--- config.mk ---
export PLATFORM = sky130hd
export DESIGN_NAME = exec_pipeline
export DESIGN_NICKNAME = d
export VERILOG_FILES = /design/src/verilog/exec_pkg.sv /design/src/verilog/exec_pipeline.sv /design/src/verilog/writeback_stage.sv /design/src/verilog/execute_stage.sv /design/src/verilog/forwarding_unit.sv /design/src/verilog/decode_stage.sv /design/src/verilog/register_file.sv
export SDC_FILE = /design/constraint.sdc
export NUM_CORES = 1
export LEC_CHECK = 0
export BUFFER_PORTS_ARGS = -buffer_cell sky130_fd_sc_hd__buf_2
export CORE_ASPECT_RATIO = 1.2
export CORE_MARGIN = 10
export CORE_UTILIZATION = 50
export DETAILED_ROUTE_END_ITERATION = 12
export PLACE_DENSITY = 0.75
export SYNTH_ARGS = -nofsm -noshare
export SYNTH_HDL_FRONTEND = slang
export SYNTH_SLANG_ARGS = --single-unit
--- constraint.sdc ---
create_clock -name clk -period 6.8 [get_ports clk]
set_input_delay 0 -clock clk [delete_from_list [all_inputs] [get_ports clk]]
set_output_delay 0 -clock clk [all_outputs]
set_load 0.005 [all_outputs]
--- src/verilog/exec_pkg.sv ---
package exec_pkg;

    // Datapath and register file sizes.
    localparam int DATA_W   = 16;
    localparam int REG_SIZE = 2;
    localparam int NUM_REGS = 4;
    localparam int IMM_W    = 8;

    // Register written by link-type instructions.
    localparam logic [REG_SIZE-1:0] LINK_REG = 2'd2;

    // Opcodes are contiguous, so OP_LNK is the highest legal value.
    typedef enum logic [3:0] {
        OP_NOP = 4'd0,
        OP_ADD = 4'd1,
        OP_SUB = 4'd2,
        OP_AND = 4'd3,
        OP_ORR = 4'd4,
        OP_NOT = 4'd5,
        OP_TCP = 4'd6,
        OP_SHL = 4'd7,
        OP_SHR = 4'd8,
        OP_ADI = 4'd9,
        OP_ORI = 4'd10,
        OP_LHI = 4'd11,
        OP_LNK = 4'd12
    } alu_op_e;

    // Instruction field that names the destination register.
    typedef enum logic [1:0] {
        DEST_RD  = 2'b00,
        DEST_RT  = 2'b01,
        DEST_TWO = 2'b10
    } dest_sel_e;

    // Source of an ALU operand.
    typedef enum logic [1:0] {
        FWD_NONE = 2'b00,
        FWD_WB   = 2'b01,
        FWD_MEM  = 2'b10
    } fwd_sel_e;

endpackage
--- src/verilog/exec_pipeline.sv ---
module exec_pipeline (
    input  logic                          clk,
    input  logic                          rst_n,
    input  logic                          issue_valid,
    input  exec_pkg::alu_op_e             issue_op,
    input  logic [exec_pkg::REG_SIZE-1:0] issue_rs,
    input  logic [exec_pkg::REG_SIZE-1:0] issue_rt,
    input  logic [exec_pkg::REG_SIZE-1:0] issue_rd,
    input  logic [exec_pkg::IMM_W-1:0]    issue_imm,
    output logic                          wb_valid,
    output logic [exec_pkg::REG_SIZE-1:0] wb_reg,
    output logic [exec_pkg::DATA_W-1:0]   wb_data
);

    logic [exec_pkg::REG_SIZE-1:0] rf_addr_a;
    logic [exec_pkg::REG_SIZE-1:0] rf_addr_b;
    logic [exec_pkg::DATA_W-1:0]   rf_data_a;
    logic [exec_pkg::DATA_W-1:0]   rf_data_b;

    logic                          idex_valid;
    exec_pkg::alu_op_e             idex_op;
    logic [exec_pkg::REG_SIZE-1:0] idex_rs;
    logic [exec_pkg::REG_SIZE-1:0] idex_rt;
    logic [exec_pkg::DATA_W-1:0]   idex_a;
    logic [exec_pkg::DATA_W-1:0]   idex_b;
    logic [exec_pkg::IMM_W-1:0]    idex_imm;
    logic [exec_pkg::REG_SIZE-1:0] idex_dest;
    logic                          idex_reg_write;

    exec_pkg::fwd_sel_e            fwd_a;
    exec_pkg::fwd_sel_e            fwd_b;

    logic                          exmem_reg_write;
    logic [exec_pkg::REG_SIZE-1:0] exmem_dest;
    logic [exec_pkg::DATA_W-1:0]   exmem_data;

    // The MEM/WB register drives the result ports directly.
    register_file i_register_file (
        .clk       (clk),
        .rst_n     (rst_n),
        .rd_addr_a (rf_addr_a),
        .rd_addr_b (rf_addr_b),
        .wr_en     (wb_valid),
        .wr_addr   (wb_reg),
        .wr_data   (wb_data),
        .rd_data_a (rf_data_a),
        .rd_data_b (rf_data_b)
    );

    decode_stage i_decode_stage (
        .clk            (clk),
        .rst_n          (rst_n),
        .issue_valid    (issue_valid),
        .issue_op       (issue_op),
        .issue_rs       (issue_rs),
        .issue_rt       (issue_rt),
        .issue_rd       (issue_rd),
        .issue_imm      (issue_imm),
        .rf_data_a      (rf_data_a),
        .rf_data_b      (rf_data_b),
        .rf_addr_a      (rf_addr_a),
        .rf_addr_b      (rf_addr_b),
        .idex_valid     (idex_valid),
        .idex_op        (idex_op),
        .idex_rs        (idex_rs),
        .idex_rt        (idex_rt),
        .idex_a         (idex_a),
        .idex_b         (idex_b),
        .idex_imm       (idex_imm),
        .idex_dest      (idex_dest),
        .idex_reg_write (idex_reg_write)
    );

    forwarding_unit i_forwarding_unit (
        .idex_rs         (idex_rs),
        .idex_rt         (idex_rt),
        .exmem_reg_write (exmem_reg_write),
        .exmem_dest      (exmem_dest),
        .memwb_reg_write (wb_valid),
        .memwb_dest      (wb_reg),
        .fwd_a           (fwd_a),
        .fwd_b           (fwd_b)
    );

    execute_stage i_execute_stage (
        .clk             (clk),
        .rst_n           (rst_n),
        .idex_valid      (idex_valid),
        .idex_op         (idex_op),
        .idex_a          (idex_a),
        .idex_b          (idex_b),
        .idex_imm        (idex_imm),
        .idex_dest       (idex_dest),
        .idex_reg_write  (idex_reg_write),
        .fwd_a           (fwd_a),
        .fwd_b           (fwd_b),
        .memwb_data      (wb_data),
        .exmem_reg_write (exmem_reg_write),
        .exmem_dest      (exmem_dest),
        .exmem_data      (exmem_data)
    );

    writeback_stage i_writeback_stage (
        .clk             (clk),
        .rst_n           (rst_n),
        .exmem_reg_write (exmem_reg_write),
        .exmem_dest      (exmem_dest),
        .exmem_data      (exmem_data),
        .memwb_reg_write (wb_valid),
        .memwb_dest      (wb_reg),
        .memwb_data      (wb_data)
    );

endmodule

--- src/verilog/writeback_stage.sv ---
module writeback_stage (
    input  logic                          clk,
    input  logic                          rst_n,
    input  logic                          exmem_reg_write,
    input  logic [exec_pkg::REG_SIZE-1:0] exmem_dest,
    input  logic [exec_pkg::DATA_W-1:0]   exmem_data,
    output logic                          memwb_reg_write,
    output logic [exec_pkg::REG_SIZE-1:0] memwb_dest,
    output logic [exec_pkg::DATA_W-1:0]   memwb_data
);

    // No data memory, so MEM only moves the result one stage on.
    always_ff @(posedge clk) begin
        if (!rst_n) begin
            memwb_reg_write <= 1'b0;
        end else begin
            memwb_reg_write <= exmem_reg_write;
        end
    end

    always_ff @(posedge clk) begin
        memwb_dest <= exmem_dest;
        memwb_data <= exmem_data;
    end

endmodule

--- src/verilog/execute_stage.sv ---
module execute_stage (
    input  logic                          clk,
    input  logic                          rst_n,
    input  logic                          idex_valid,
    input  exec_pkg::alu_op_e             idex_op,
    input  logic [exec_pkg::DATA_W-1:0]   idex_a,
    input  logic [exec_pkg::DATA_W-1:0]   idex_b,
    input  logic [exec_pkg::IMM_W-1:0]    idex_imm,
    input  logic [exec_pkg::REG_SIZE-1:0] idex_dest,
    input  logic                          idex_reg_write,
    input  exec_pkg::fwd_sel_e            fwd_a,
    input  exec_pkg::fwd_sel_e            fwd_b,
    input  logic [exec_pkg::DATA_W-1:0]   memwb_data,
    output logic                          exmem_reg_write,
    output logic [exec_pkg::REG_SIZE-1:0] exmem_dest,
    output logic [exec_pkg::DATA_W-1:0]   exmem_data
);

    localparam int EXT_W = exec_pkg::DATA_W - exec_pkg::IMM_W;

    logic [exec_pkg::DATA_W-1:0] op_a;
    logic [exec_pkg::DATA_W-1:0] op_b;
    logic [exec_pkg::DATA_W-1:0] imm_sext;
    logic [exec_pkg::DATA_W-1:0] imm_zext;
    logic [exec_pkg::DATA_W-1:0] imm_high;
    logic [exec_pkg::DATA_W-1:0] alu_result;

    // Operand forward muxes.
    always_comb begin
        case (fwd_a)
            exec_pkg::FWD_MEM: op_a = exmem_data;
            exec_pkg::FWD_WB:  op_a = memwb_data;
            default:           op_a = idex_a;
        endcase
    end

    always_comb begin
        case (fwd_b)
            exec_pkg::FWD_MEM: op_b = exmem_data;
            exec_pkg::FWD_WB:  op_b = memwb_data;
            default:           op_b = idex_b;
        endcase
    end

    assign imm_sext = {{EXT_W{idex_imm[exec_pkg::IMM_W-1]}}, idex_imm};
    assign imm_zext = {{EXT_W{1'b0}}, idex_imm};
    assign imm_high = {idex_imm, {EXT_W{1'b0}}};

    always_comb begin
        case (idex_op)
            exec_pkg::OP_ADD: alu_result = op_a + op_b;
            exec_pkg::OP_SUB: alu_result = op_a - op_b;
            exec_pkg::OP_AND: alu_result = op_a & op_b;
            exec_pkg::OP_ORR: alu_result = op_a | op_b;
            exec_pkg::OP_NOT: alu_result = ~op_a;
            exec_pkg::OP_TCP: alu_result = ~op_a + 1'b1;
            exec_pkg::OP_SHL: alu_result = op_a << 1;
            // Logical shift, zero enters at the top.
            exec_pkg::OP_SHR: alu_result = op_a >> 1;
            exec_pkg::OP_ADI: alu_result = op_a + imm_sext;
            exec_pkg::OP_ORI: alu_result = op_a | imm_zext;
            exec_pkg::OP_LHI: alu_result = imm_high;
            exec_pkg::OP_LNK: alu_result = imm_zext;
            default:          alu_result = '0;
        endcase
    end

    always_ff @(posedge clk) begin
        if (!rst_n) begin
            exmem_reg_write <= 1'b0;
        end else begin
            exmem_reg_write <= idex_valid && idex_reg_write;
        end
    end

    always_ff @(posedge clk) begin
        exmem_dest <= idex_dest;
        exmem_data <= alu_result;
    end

endmodule

--- src/verilog/forwarding_unit.sv ---
module forwarding_unit (
    input  logic [exec_pkg::REG_SIZE-1:0] idex_rs,
    input  logic [exec_pkg::REG_SIZE-1:0] idex_rt,
    input  logic                          exmem_reg_write,
    input  logic [exec_pkg::REG_SIZE-1:0] exmem_dest,
    input  logic                          memwb_reg_write,
    input  logic [exec_pkg::REG_SIZE-1:0] memwb_dest,
    output exec_pkg::fwd_sel_e            fwd_a,
    output exec_pkg::fwd_sel_e            fwd_b
);

    // The newer producer in EX/MEM takes priority over MEM/WB.
    function automatic exec_pkg::fwd_sel_e pick_source(
        input logic [exec_pkg::REG_SIZE-1:0] src
    );
        exec_pkg::fwd_sel_e sel;
        if (exmem_reg_write && (exmem_dest == src)) begin
            sel = exec_pkg::FWD_MEM;
        end else if (memwb_reg_write && (memwb_dest == src)) begin
            sel = exec_pkg::FWD_WB;
        end else begin
            sel = exec_pkg::FWD_NONE;
        end
        return sel;
    endfunction

    always_comb begin
        fwd_a = pick_source(idex_rs);
        fwd_b = pick_source(idex_rt);
    end

endmodule

--- src/verilog/decode_stage.sv ---
module decode_stage (
    input  logic                          clk,
    input  logic                          rst_n,
    input  logic                          issue_valid,
    input  exec_pkg::alu_op_e             issue_op,
    input  logic [exec_pkg::REG_SIZE-1:0] issue_rs,
    input  logic [exec_pkg::REG_SIZE-1:0] issue_rt,
    input  logic [exec_pkg::REG_SIZE-1:0] issue_rd,
    input  logic [exec_pkg::IMM_W-1:0]    issue_imm,
    input  logic [exec_pkg::DATA_W-1:0]   rf_data_a,
    input  logic [exec_pkg::DATA_W-1:0]   rf_data_b,
    output logic [exec_pkg::REG_SIZE-1:0] rf_addr_a,
    output logic [exec_pkg::REG_SIZE-1:0] rf_addr_b,
    output logic                          idex_valid,
    output exec_pkg::alu_op_e             idex_op,
    output logic [exec_pkg::REG_SIZE-1:0] idex_rs,
    output logic [exec_pkg::REG_SIZE-1:0] idex_rt,
    output logic [exec_pkg::DATA_W-1:0]   idex_a,
    output logic [exec_pkg::DATA_W-1:0]   idex_b,
    output logic [exec_pkg::IMM_W-1:0]    idex_imm,
    output logic [exec_pkg::REG_SIZE-1:0] idex_dest,
    output logic                          idex_reg_write
);

    exec_pkg::dest_sel_e           dest_sel;
    logic [exec_pkg::REG_SIZE-1:0] dest;
    logic                          reg_write;

    assign rf_addr_a = issue_rs;
    assign rf_addr_b = issue_rt;

    // Immediate forms write rt, link writes the fixed link register.
    always_comb begin
        case (issue_op)
            exec_pkg::OP_ADI,
            exec_pkg::OP_ORI,
            exec_pkg::OP_LHI: dest_sel = exec_pkg::DEST_RT;
            exec_pkg::OP_LNK: dest_sel = exec_pkg::DEST_TWO;
            default:          dest_sel = exec_pkg::DEST_RD;
        endcase
    end

    always_comb begin
        case (dest_sel)
            exec_pkg::DEST_RT:  dest = issue_rt;
            exec_pkg::DEST_TWO: dest = exec_pkg::LINK_REG;
            default:            dest = issue_rd;
        endcase
    end

    assign reg_write = issue_valid && (issue_op != exec_pkg::OP_NOP);

    always_ff @(posedge clk) begin
        if (!rst_n) begin
            idex_valid     <= 1'b0;
            idex_op        <= exec_pkg::OP_NOP;
            idex_reg_write <= 1'b0;
        end else begin
            idex_valid     <= issue_valid;
            idex_op        <= issue_op;
            idex_reg_write <= reg_write;
        end
    end

    always_ff @(posedge clk) begin
        idex_rs   <= issue_rs;
        idex_rt   <= issue_rt;
        idex_a    <= rf_data_a;
        idex_b    <= rf_data_b;
        idex_imm  <= issue_imm;
        idex_dest <= dest;
    end

    a_issue_op_legal: assert property (
        @(posedge clk) disable iff (!rst_n)
        issue_valid |-> (!$isunknown(issue_op) && (issue_op <= exec_pkg::OP_LNK))
    );

endmodule

--- src/verilog/register_file.sv ---
module register_file (
    input  logic                          clk,
    input  logic                          rst_n,
    input  logic [exec_pkg::REG_SIZE-1:0] rd_addr_a,
    input  logic [exec_pkg::REG_SIZE-1:0] rd_addr_b,
    input  logic                          wr_en,
    input  logic [exec_pkg::REG_SIZE-1:0] wr_addr,
    input  logic [exec_pkg::DATA_W-1:0]   wr_data,
    output logic [exec_pkg::DATA_W-1:0]   rd_data_a,
    output logic [exec_pkg::DATA_W-1:0]   rd_data_b
);

    logic [exec_pkg::DATA_W-1:0] regs [exec_pkg::NUM_REGS];

    always_ff @(posedge clk) begin
        if (!rst_n) begin
            for (int i = 0; i < exec_pkg::NUM_REGS; i++) begin
                regs[i] <= '0;
            end
        end else if (wr_en) begin
            regs[wr_addr] <= wr_data;
        end
    end

    // Write-to-read bypass so a retiring result reaches decode in the same cycle.
    always_comb begin
        if (wr_en && (wr_addr == rd_addr_a)) begin
            rd_data_a = wr_data;
        end else begin
            rd_data_a = regs[rd_addr_a];
        end
    end

    always_comb begin
        if (wr_en && (wr_addr == rd_addr_b)) begin
            rd_data_b = wr_data;
        end else begin
            rd_data_b = regs[rd_addr_b];
        end
    end

    // A write with an unknown index would corrupt an unknown register.
    a_wr_addr_known: assert property (
        @(posedge clk) disable iff (!rst_n)
        wr_en |-> !$isunknown(wr_addr)
    );

endmodule

==> run_results.csv, run 1 <==
group,metric,value,unit
cts,clock_insertion_delay_worst_skew,430,ps
worst_setup_path,crit_path_end,"i_execute_stage.exmem_data[14]",
layout,nFillCells,1445,
yosys,synth_cell_types,75,
sta,fin_tns_setup,0,ps
routing,detail_route.iter0.violations,863,
worst_setup_path,critPathArrivalTime,5640,ps
worst_setup_path,crit_cells,15,
global_route,overflow,0,
cts,numCtsBuffers,17,
sta,setup_viol,0,
routing,wl_per_cell,21.5,µm
yosys,syn_area,8990,µm²
worst_setup_path,start_kind,"register",
power,powerDensity,259,nW/µm²
place,dp.cells,1069,
floorplanning,num_io_pins,40,
floorplanning,core_area,17600,µm²
yosys,ys_seq_area_share,41.4,%
worst_setup_path,critical_path_required,7110,ps
global_route,antenna_found_initial,0,
global_route,grt_util_all_layers,20.0,%
cts,clk_pin_slew,60,ps
worst_setup_path,cp-end-kind,"register",
worst_setup_path,worst-path-buf-inv,2,
place,io_buffers,39,
yosys,synthFlopType,"dfxtp_1",
flow_run,drv_cap,0,
layout,antennaDiodeCount,0,
layout,postLayoutCoreUtil,57.6,%
routing,route.detailed.drc,0,
worst_setup_path,worst_path_max_delay_cell,"o31ai_1",
yosys,synth_warnings,0,
floorplanning,die_area,23800,µm²
cts,cts_tree,"yes",
yosys,synthCells,850,
worst_setup_path,crit_fanout,44,
outcome,outcome,"finished clean",
sta,relSlewSlack,25.3,%
worst_setup_path,rr_endpoint,"i_execute_stage.exmem_data[14]",
sta,worstMarginPinSlew,1110,ps
worst_setup_path,path_delay_family,"compound AO/OA/AOI/OAI gates",
worst_setup_path,path_cells,"buf_4 > inv_1 > o31a_1 > o31ai_1 > and4_1 > and2_1 > xnor2_1 > o221ai_1 > ha_1 > a2111oi_0 > o31a_1 > o21a_1 > o21ai_0 > xor2_1 > a221o_1",
cts,postCtsSetupBuffers,0,
worst_setup_path,critPathKind,"register to register",
routing,drt-total-wl,24000,µm
floorplanning,die_y,167,µm
layout,final_common_cell,"dfxtp_1",
sta,min_period_over_period,78.3,%
power,vdd_drop_max,0.197,mV
layout,stdcell_count,1117,
floorplanning,die_x,142,µm
global_route,grt_pass1_vias,6765,
place,dp_hpwl,16700,µm
floorplanning,num_rows,53,
sta,fmax,0.188,GHz
sta,period_minus_slack,5320,ps
cts,cts.sinks,154,
yosys,synth_enable_flop_cells,64,
worst_setup_path,r2r_slack,1480,ps
power,p_leak,3.78,nW
layout,final_nets,924,
routing,dr.pass1.iters,7,
yosys,synth_seq_cells,154,
place,dpl-instance-area,9340,µm²
layout,drive_gt1_share,19.8,%
floorplanning,start_util,51.2,%
worst_setup_path,worst_r2r_startpoint,"i_writeback_stage.memwb_reg_write",
layout,multi_input_area,4980,µm²
yosys,syn_nets,890,
sta,fin_worst_skew,9.43,ps
layout,synthToLayoutAreaGrowth,12.6,%
global_route,grt_max_degree,45,
global_route,grt_first_pass_wirelength,38100,µm
cts,cts-root-buf,"clkbuf_16",
sta,rsz0062_at_grt,"no",
sta,hold_viol_final,0,
routing,vias_per_cell,6.37,
cts,cts_max_level,4,
routing,ant_nets,0,
worst_setup_path,reg2reg_depth,15,
yosys,synth.avg_cell_area,10.6,µm²
worst_setup_path,crit_start,"i_writeback_stage.memwb_reg_write",
routing,vias,7112,
layout,mostFrequentLayoutCells,"dfxtp_1, nand2_1, edfxtp_1",
worst_setup_path,timing.critical_path.mode_cell,"o31a_1",
yosys,synth-async-reset-ratio,0,%
place,gp_congestion,0.935,
cts,clockBufferDepth,2,
worst_setup_path,max_stage_delay,640,ps
layout,fin_area,10100,µm²
sta,final_max_slew_viol_count,0,
layout,seq_area,3720,µm²
worst_hold_path,hp-class,"input pin to register",
## registers in the layout (all words and copies together), names as in the netlist, 2 cells and up
register                      cells
i_decode_stage.idex_op            4
i_decode_stage.idex_rt            2
i_decode_stage.idex_b            16
i_writeback_stage.memwb_data     16
i_decode_stage.idex_dest          2
i_writeback_stage.memwb_dest      2
i_register_file.regs             64
i_decode_stage.idex_imm           8
i_execute_stage.exmem_dest        2
i_execute_stage.exmem_data       16
i_decode_stage.idex_rs            2
i_decode_stage.idex_a            16
## worst min path at each step
stage | cells past startpoint | slack, ps | from | to
floorplan | 0 | 30 | issue_imm[0] | i_decode_stage.idex_imm[0]
global placement | 1 | 100 | issue_imm[4] | i_decode_stage.idex_imm[4]
detailed placement | 1 | 100 | issue_imm[5] | i_decode_stage.idex_imm[5]
CTS | 1 | 7 | issue_rt[1] | i_decode_stage.idex_rt[1]
global route | 1 | 10 | issue_rt[1] | i_decode_stage.idex_rt[1]
finish | 1 | 9 | issue_rt[1] | i_decode_stage.idex_rt[1]
## cell usage after synthesis, drive strengths merged, types with 12 or more instances
| cell type | count | area share (%) |
|---|---|---|
| buf | 19 | 1.2 |
| nand4b | 13 | 1.3 |
| and3 | 20 | 1.4 |
| nor2 | 39 | 1.7 |
| edfxtp | 64 | 21 |
| o221ai | 14 | 1.4 |
| clkbuf | 36 | 1.5 |
| mux2 | 33 | 4.1 |
| nor4 | 13 | 1.0 |
| xnor2 | 28 | 2.7 |
| o31a | 15 | 1.5 |
| dfxtp | 90 | 20 |
| ha | 18 | 2.5 |
| inv | 13 | 0.54 |
| mux4 | 32 | 8.0 |
| o31ai | 25 | 2.2 |
| nor3 | 24 | 1.4 |
| nand3 | 15 | 0.97 |
| a21oi | 41 | 2.5 |
| mux2i | 12 | 1.5 |
| and2 | 57 | 4.0 |
| o21ai | 29 | 1.6 |
| nand2 | 65 | 2.7 |
| xor2 | 21 | 2.4 |
## cells by family (layout without fill, tap and decap cells)
logic type / count (synthesis) / count (layout) / share of synthesized area [%]
buf+inv: 68 / 115 / 3.20
mux: 77 / 77 / 13.6
xor+xnor: 49 / 49 / 5.11
fa+ha+maj: 19 / 19 / 2.73
flops: 154 / 154 / 41.4
compound gates: 194 / 194 / 16.1
simple gates: 289 / 289 / 17.8
## metal layers
layer | global-route usage [%] | up-vias | share of wire, %
li1 | - | 3327 | -
met1 | 26.8 | 3462 | 43
met2 | 32.4 | 279 | 49
met3 | 2.79 | 44 | 5.8
met4 | 6.65 | 0 | 2.2
met5 | 0 | - | 0
## through the flow
step | hold slack [ps] | power (mW) | worst slack [ps]
6_report | 9.27 | 2.62 | 1480
5_1_grt | 12.9 | 2.72 | 971
4_1_cts | 7.03 | 2.63 | 1560
3_5_place_dp | 104 | 1.62 | 1580
3_3_place_gp | 103 | 1.61 | 1760
2_1_floorplan | 27.7 | 1.46 | 2550
## cell type report
class | count | area share, %
multi-input cells | 628 | 49.2
flip-flops and latches | 154 | 36.8
repair buffers | 70 | 4.62
clock buffers | 20 | 4.31
well taps | 220 | 2.72
clock inverters | 12 | 1.85
inverters | 13 | 0.482
## power breakdown
part / internal (mW) / switching, mW / total, mW
clock: 0.619 / 0.388 / 1.01
sequential: 1.04 / 0.101 / 1.14
combinational: 0.207 / 0.266 / 0.473
total: 1.87 / 0.755 / 2.62
## what timing repair did
action / 4_1_cts / 5_1_grt
gates resized for setup: 0 / 0
hold endpoints to repair: 17 / 0
hold buffers: 16 / 0
Power figures use the tool's default switching activity.
==> run 2: changes to the inputs <==
--- a/config.mk
+++ b/config.mk
@@ -10,7 +10,7 @@
 export CORE_MARGIN = 10
 export CORE_UTILIZATION = 50
 export DETAILED_ROUTE_END_ITERATION = 12
-export PLACE_DENSITY = 0.75
+export PLACE_DENSITY = 0.77
 export SYNTH_ARGS = -nofsm -noshare
 export SYNTH_HDL_FRONTEND = slang
 export SYNTH_SLANG_ARGS = --single-unit
==> constraint.sdc (replaced) <==
create_clock -name clk -period 4.5 [get_ports clk]
set_input_delay 0 -clock clk [delete_from_list [all_inputs] [get_ports clk]]
set_output_delay 0 -clock clk [all_outputs]
set_load 0.005 [all_outputs]
==> run_results.csv, run 2 (synthesis gave the netlist of run 1 again) <==
group,metric,value,unit
layout,final_common_cell,"dfxtp_1",
worst_setup_path,crit_fanout,20,
sta,fmax,0.234,GHz
floorplanning,die_area,23800,µm²
routing,vias,7337,
layout,synthToLayoutAreaGrowth,15.5,%
place,dp_hpwl,17100,µm
sta,fin_worst_skew,10.8,ps
power,p_leak,3.94,nW
layout,regMostFlops,"i_register_file.regs",
global_route,antenna_found_initial,0,
worst_hold_path,hp-class,"input pin to register",
worst_setup_path,rr_endpoint,"i_execute_stage.exmem_data[14]",
global_route,grt_util_all_layers,20.3,%
cts,clock_insertion_delay_worst_skew,430,ps
layout,antennaDiodeCount,0,
floorplanning,core_area,17600,µm²
outcome,outcome,"finished clean",
sta,final_max_slew_viol_count,0,
sta,min_period_over_period,94.8,%
worst_setup_path,critical_path_required,4810,ps
floorplanning,die_y,167,µm
place,dp.cells,1099,
layout,final_nets,955,
worst_hold_path,worstHoldEndpoint,"i_decode_stage.idex_rs[0]",
worst_setup_path,critPathKind,"register to register",
layout,stdcell_count,1148,
routing,dr.pass1.iters,8,
routing,ant_nets,0,
worst_hold_path,hold_depth,1,
routing,met2_length,11800,µm
worst_setup_path,cp-end-kind,"register",
cts,postCtsSetupBuffers,0,
floorplanning,die_x,142,µm
layout,drive_gt1_share,23.2,%
power,switchingPower,1.16,mW
power,clkPwrFrac,37.3,%
routing,drt-total-wl,24500,µm
power,powerDensity,383,nW/µm²
routing,route.detailed.drc,0,
worst_setup_path,path_cells,"xor2_2 > buf_4 > o31a_1 > o31ai_1 > buf_4 > and4_2 > and2_1 > nand2_1 > xor2_1 > o221ai_1 > ha_1 > or3_1 > o21ai_0 > o31a_1 > o21a_1 > o21ai_0 > xor2_1 > a221o_1",
cts,cts_tree,"yes",
routing,wl_met3,1650,µm
floorplanning,start_util,51.2,%
global_route,grt_first_pass_wirelength,38700,µm
sta,hold_viol_final,0,
sta,worstMarginPinSlew,1060,ps
worst_hold_path,worstHoldStart,"issue_rs[0]",
worst_setup_path,path_delay_family,"compound AO/OA/AOI/OAI gates",
global_route,grt_max_degree,28,
cts,clockBufferDepth,2,
power,p_int,2.82,mW
routing,vias_per_cell,6.39,
cts,clk_pin_slew,60,ps
worst_setup_path,worst_r2r_startpoint,"i_writeback_stage.memwb_dest[0]",
power,comb_power_share,19.3,%
worst_setup_path,max_stage_delay,330,ps
worst_setup_path,r2r_slack,230,ps
floorplanning,num_io_pins,40,
routing,detail_route.iter0.violations,981,
cts,cts.sinks,154,
worst_setup_path,reg2reg_depth,18,
worst_setup_path,critPathArrivalTime,4580,ps
sta,fin_tns_setup,0,ps
layout,largest_register_ffs,64,
sta,setup_viol,0,
routing,wl_per_cell,21.3,µm
worst_setup_path,start_kind,"register",
power,p_seq_share,43.4,%
power,vdd_drop_max,0.268,mV
sta,period_minus_slack,4270,ps
global_route,overflow,0,
worst_setup_path,worst_path_max_delay_cell,"dfxtp_1",
sta,relSlewSlack,29.0,%
power,switching_share,29.2,%
routing,wl_met1,10400,µm
cts,cts_max_level,4,
layout,mostFrequentLayoutCells,"dfxtp_1, nand2_1, edfxtp_1",
worst_setup_path,crit_cells,18,
flow_run,drv_cap,0,
place,io_buffers,39,
cts,numCtsBuffers,17,
floorplanning,num_rows,53,
routing,top_layer_used,"met4",
cts,cts-root-buf,"clkbuf_16",
worst_setup_path,worst-path-buf-inv,2,
place,gp_congestion,0.956,
global_route,grt_pass1_vias,6908,
## run 2: how the worst max path moves through the flow
stage	start	to	slack, ps
after floorplan	i_writeback_stage.memwb_dest[0]	i_execute_stage.exmem_data[14]	250
after global placement	i_writeback_stage.memwb_dest[0]	i_execute_stage.exmem_data[14]	90
after detailed placement	i_writeback_stage.memwb_dest[0]	i_execute_stage.exmem_data[14]	50
after CTS	i_writeback_stage.memwb_dest[0]	i_execute_stage.exmem_data[14]	6
after global routing	i_writeback_stage.memwb_dest[0]	i_execute_stage.exmem_data[15]	-4
final	i_writeback_stage.memwb_dest[0]	i_execute_stage.exmem_data[14]	230
## run 2: per-layer routing
metal	GRT usage [%]	vias up
met5	0	-
met4	7.31	0
met3	3.64	50
met2	32.5	338
met1	26.8	3568
li1	-	3381
## run 2: metrics by stage
step	util, %	area [µm²]	setup WS, ps	power (mW)	hold WS (ps)
after floorplan	-	8990	247	2.20	27.7
after global placement	54.5	9570	92.9	2.47	103
after detailed placement	54.5	9570	51.5	2.48	104
after CTS	58.9	10400	6.05	3.96	58.0
after global routing	59.1	10400	-4.13	4.12	86.6
final	59.1	10400	233	3.98	37.4
## run 2: worst register-to-register path: cells and delay by family, from the launching register on
kind / cells / cell delay, ps
AO/OA/AOI/OAI: 8 / 1680
AND/OR/NAND/NOR: 4 / 920
XOR/XNOR: 3 / 520
buffers and inverters: 2 / 420
flip-flops: 1 / 330
adder cells (fa/ha/maj): 1 / 300
## run 2: cell type report
class | instances | area, µm²
timing repair buffer | 101 | 703
clock inverter | 13 | 166
inverter | 13 | 48.8
sequential | 154 | 3720
clock buffer | 19 | 443
multi-input combinational | 628 | 5020
fill | 1415 | 7190
tap | 220 | 275
## run 2: timing repair
action / CTS / global route
hold buffers: 17 / 0
gates resized for setup: 0 / 7
hold endpoints to repair: 18 / 0
setup endpoints to repair: 0 / 3
## run 2: power groups by stage
stage          logic, mW  clock network, mW  registers, mW
2_1_floorplan      0.517                  0           1.69
3_3_place_gp       0.722                  0           1.74
3_5_place_dp       0.735                  0           1.75
4_1_cts            0.751               1.49           1.72
5_1_grt            0.834               1.55           1.74
6_report           0.767               1.49           1.73
==> run 3: changes to the inputs <==
--- a/config.mk
+++ b/config.mk
@@ -8,9 +8,9 @@
 export BUFFER_PORTS_ARGS = -buffer_cell sky130_fd_sc_hd__buf_2
 export CORE_ASPECT_RATIO = 1.2
 export CORE_MARGIN = 10
-export CORE_UTILIZATION = 50
+export CORE_UTILIZATION = 41
 export DETAILED_ROUTE_END_ITERATION = 12
-export PLACE_DENSITY = 0.77
+export PLACE_DENSITY = 0.67
 export SYNTH_ARGS = -nofsm -noshare
 export SYNTH_HDL_FRONTEND = slang
 export SYNTH_SLANG_ARGS = --single-unit
==> constraint.sdc (replaced) <==
create_clock -name clk -period 3.43 [get_ports clk]
set_input_delay 0.1715 -clock clk [delete_from_list [all_inputs] [get_ports clk]]
set_output_delay 0.1715 -clock clk [all_outputs]
set_load 0.005 [all_outputs]
==> run_results.csv, run 3 (synthesis gave the netlist of run 1 again) <==
group,metric,value,unit
floorplanning,num_io_pins,40,
power,total_power,5.51,mW
routing,wl_per_cell,21.0,µm
worst_setup_path,r2r_slack,-370,ps
worst_setup_path,crit_path_end,"i_execute_stage.exmem_data[14]",
worst_setup_path,cp-end-kind,"register",
sta,final_max_slew_viol_count,0,
worst_setup_path,worst_path_max_delay_cell,"dfxtp_4",
place,dp_hpwl,20400,µm
cts,clock_insertion_delay_worst_skew,430,ps
worst_setup_path,timing.critical_path.mode_cell,"o31a_1",
layout,largest_register_ffs,64,
layout,mostFrequentLayoutCells,"buf_4, dfxtp_1, edfxtp_1",
layout,final_common_cell,"buf_4",
outcome,violations,"setup timing",
routing,drt-total-wl,27800,µm
flow_run,drv_cap,0,
routing,vias_per_cell,5.81,
layout,nFillCells,1860,
cts,cts_max_level,4,
global_route,grt_max_degree,28,
routing,route.detailed.drc,0,
global_route,overflow,0,
place,gp_congestion,0.974,
worst_setup_path,crit_cells,15,
sta,fin_worst_skew,14.3,ps
routing,ant_nets,0,
place,io_buffers,39,
routing,detail_route.iter0.violations,868,
worst_setup_path,rr_endpoint,"i_execute_stage.exmem_data[14]",
worst_hold_path,worstHoldStart,"issue_rt[0]",
sta,worstMarginPinSlew,964,ps
floorplanning,die_y,182,µm
layout,synthToLayoutAreaGrowth,29.8,%
layout,regMostFlops,"i_register_file.regs",
worst_setup_path,worst-path-buf-inv,0,
worst_setup_path,max_stage_delay,380,ps
worst_setup_path,path_cells,"xor2_4 > o31a_1 > o31ai_4 > xnor2_1 > o221ai_2 > fa_2 > a21o_1 > a21oi_2 > o21bai_2 > a2111oi_4 > o31a_1 > o21a_1 > o21ai_1 > xor2_1 > a221o_1",
layout,drive_gt1_share,36.3,%
power,powerDensity,472,nW/µm²
floorplanning,die_x,155,µm
worst_setup_path,critical_path_required,3760,ps
global_route,grt_pass1_vias,7705,
floorplanning,num_rows,59,
worst_setup_path,path_delay_family,"compound AO/OA/AOI/OAI gates",
worst_setup_path,reg2reg_depth,15,
cts,clockBufferDepth,2,
power,p_leak,4.62,nW
layout,final_nets,1075,
cts,clk_pin_slew,70,ps
outcome,outcome,"finished with violations",
floorplanning,core_area,21600,µm²
worst_setup_path,worst_r2r_startpoint,"i_writeback_stage.memwb_dest[0]",
layout,antennaDiodeCount,0,
global_route,grt_util_all_layers,19.6,%
power,vdd_drop_max,0.426,mV
sta,period_minus_slack,3800,ps
sta,min_period_over_period,111,%
worst_setup_path,crit_start,"i_writeback_stage.memwb_dest[0]",
routing,vias,7683,
sta,rsz0062_at_grt,"yes",
global_route,grt_first_pass_wirelength,43900,µm
global_route,antenna_found_initial,0,
sta,setup_viol,8,
sta,fmax,0.263,GHz
worst_hold_path,hold_depth,1,
worst_setup_path,critPathKind,"register to register",
worst_hold_path,hp-class,"input pin to register",
sta,relSlewSlack,35.5,%
floorplanning,start_util,41.6,%
worst_setup_path,start_kind,"register",
worst_setup_path,crit_fanout,6,
sta,worst_slack,-368,ps
floorplanning,die_area,28300,µm²
cts,cts-root-buf,"clkbuf_16",
cts,cts.sinks,154,
sta,hold_viol_final,0,
cts,cts_tree,"yes",
worst_setup_path,critPathArrivalTime,4130,ps
cts,numCtsBuffers,17,
routing,dr.pass1.iters,7,
sta,fin_tns_setup,-2470,ps
[run 3: routing by layer]
layer  wire, µm  track usage, %  vias to the layer above  part of all wire [%]
met1      11700            25.0                     3726                    42
met4        775            7.31                        0                   2.8
met3       1580            3.32                       45                   5.7
met5          0               0                        -                     0
met2      13800            32.4                      283                    50
li1           -               -                     3629                     -
[run 3: worst min-delay path by stage]
stage	slack [ps]	end
after floorplan	200	i_decode_stage.idex_imm[0]
after global placement	280	i_decode_stage.idex_imm[6]
after detailed placement	280	i_decode_stage.idex_imm[0]
after CTS	50	i_decode_stage.idex_rt[0]
after global routing	50	i_decode_stage.idex_rt[0]
final	50	i_decode_stage.idex_rt[0]
[run 3: timing repair]
item,in CTS,in global routing
pin swaps,23,13
endpoints found under the hold margin,15,0
cloned,2,1
setup endpoints to repair,8,12
hold buffers,15,0
buffers inserted,16,4
gates resized for setup,23,18
[run 3: area by class of cell]
type / count / area (µm²) / area share, %
Timing Repair Buffer: 218 / 1620 / 13.9
Multi-Input combinational cell: 630 / 5310 / 45.4
Tap cell: 274 / 343 / 2.94
Inverter: 13 / 52.6 / 0.450
Timing Repair inverter: 1 / 5.00 / 0.0429
Clock buffer: 17 / 425 / 3.64
Sequential cell: 154 / 3740 / 32.0
Clock inverter: 15 / 180 / 1.54
[run 3: per-stage QoR]
| stage | std cells | worst slack, ps | hold WS (ps) | area [µm²] | util, % |
|---|---|---|---|---|---|
| 6_report | 1322 | -368 | 53.4 | 11700 | 54.0 |
| 5_1_grt | 1322 | -604 | 49.0 | 11700 | 54.0 |
| 4_1_cts | 1318 | -335 | 46.4 | 11600 | 53.5 |
| 3_5_place_dp | 1254 | -410 | 275 | 10600 | 48.9 |
| 3_3_place_gp | 1254 | -356 | 275 | 10600 | 48.9 |
| 2_1_floorplan | 850 | -309 | 199 | 9200 | - |
[run 3: power breakdown]
part | internal, mW | switching, mW
clock | 1.05 | 0.862
sequential | 2.07 | 0.154
combinational | 0.686 | 0.700
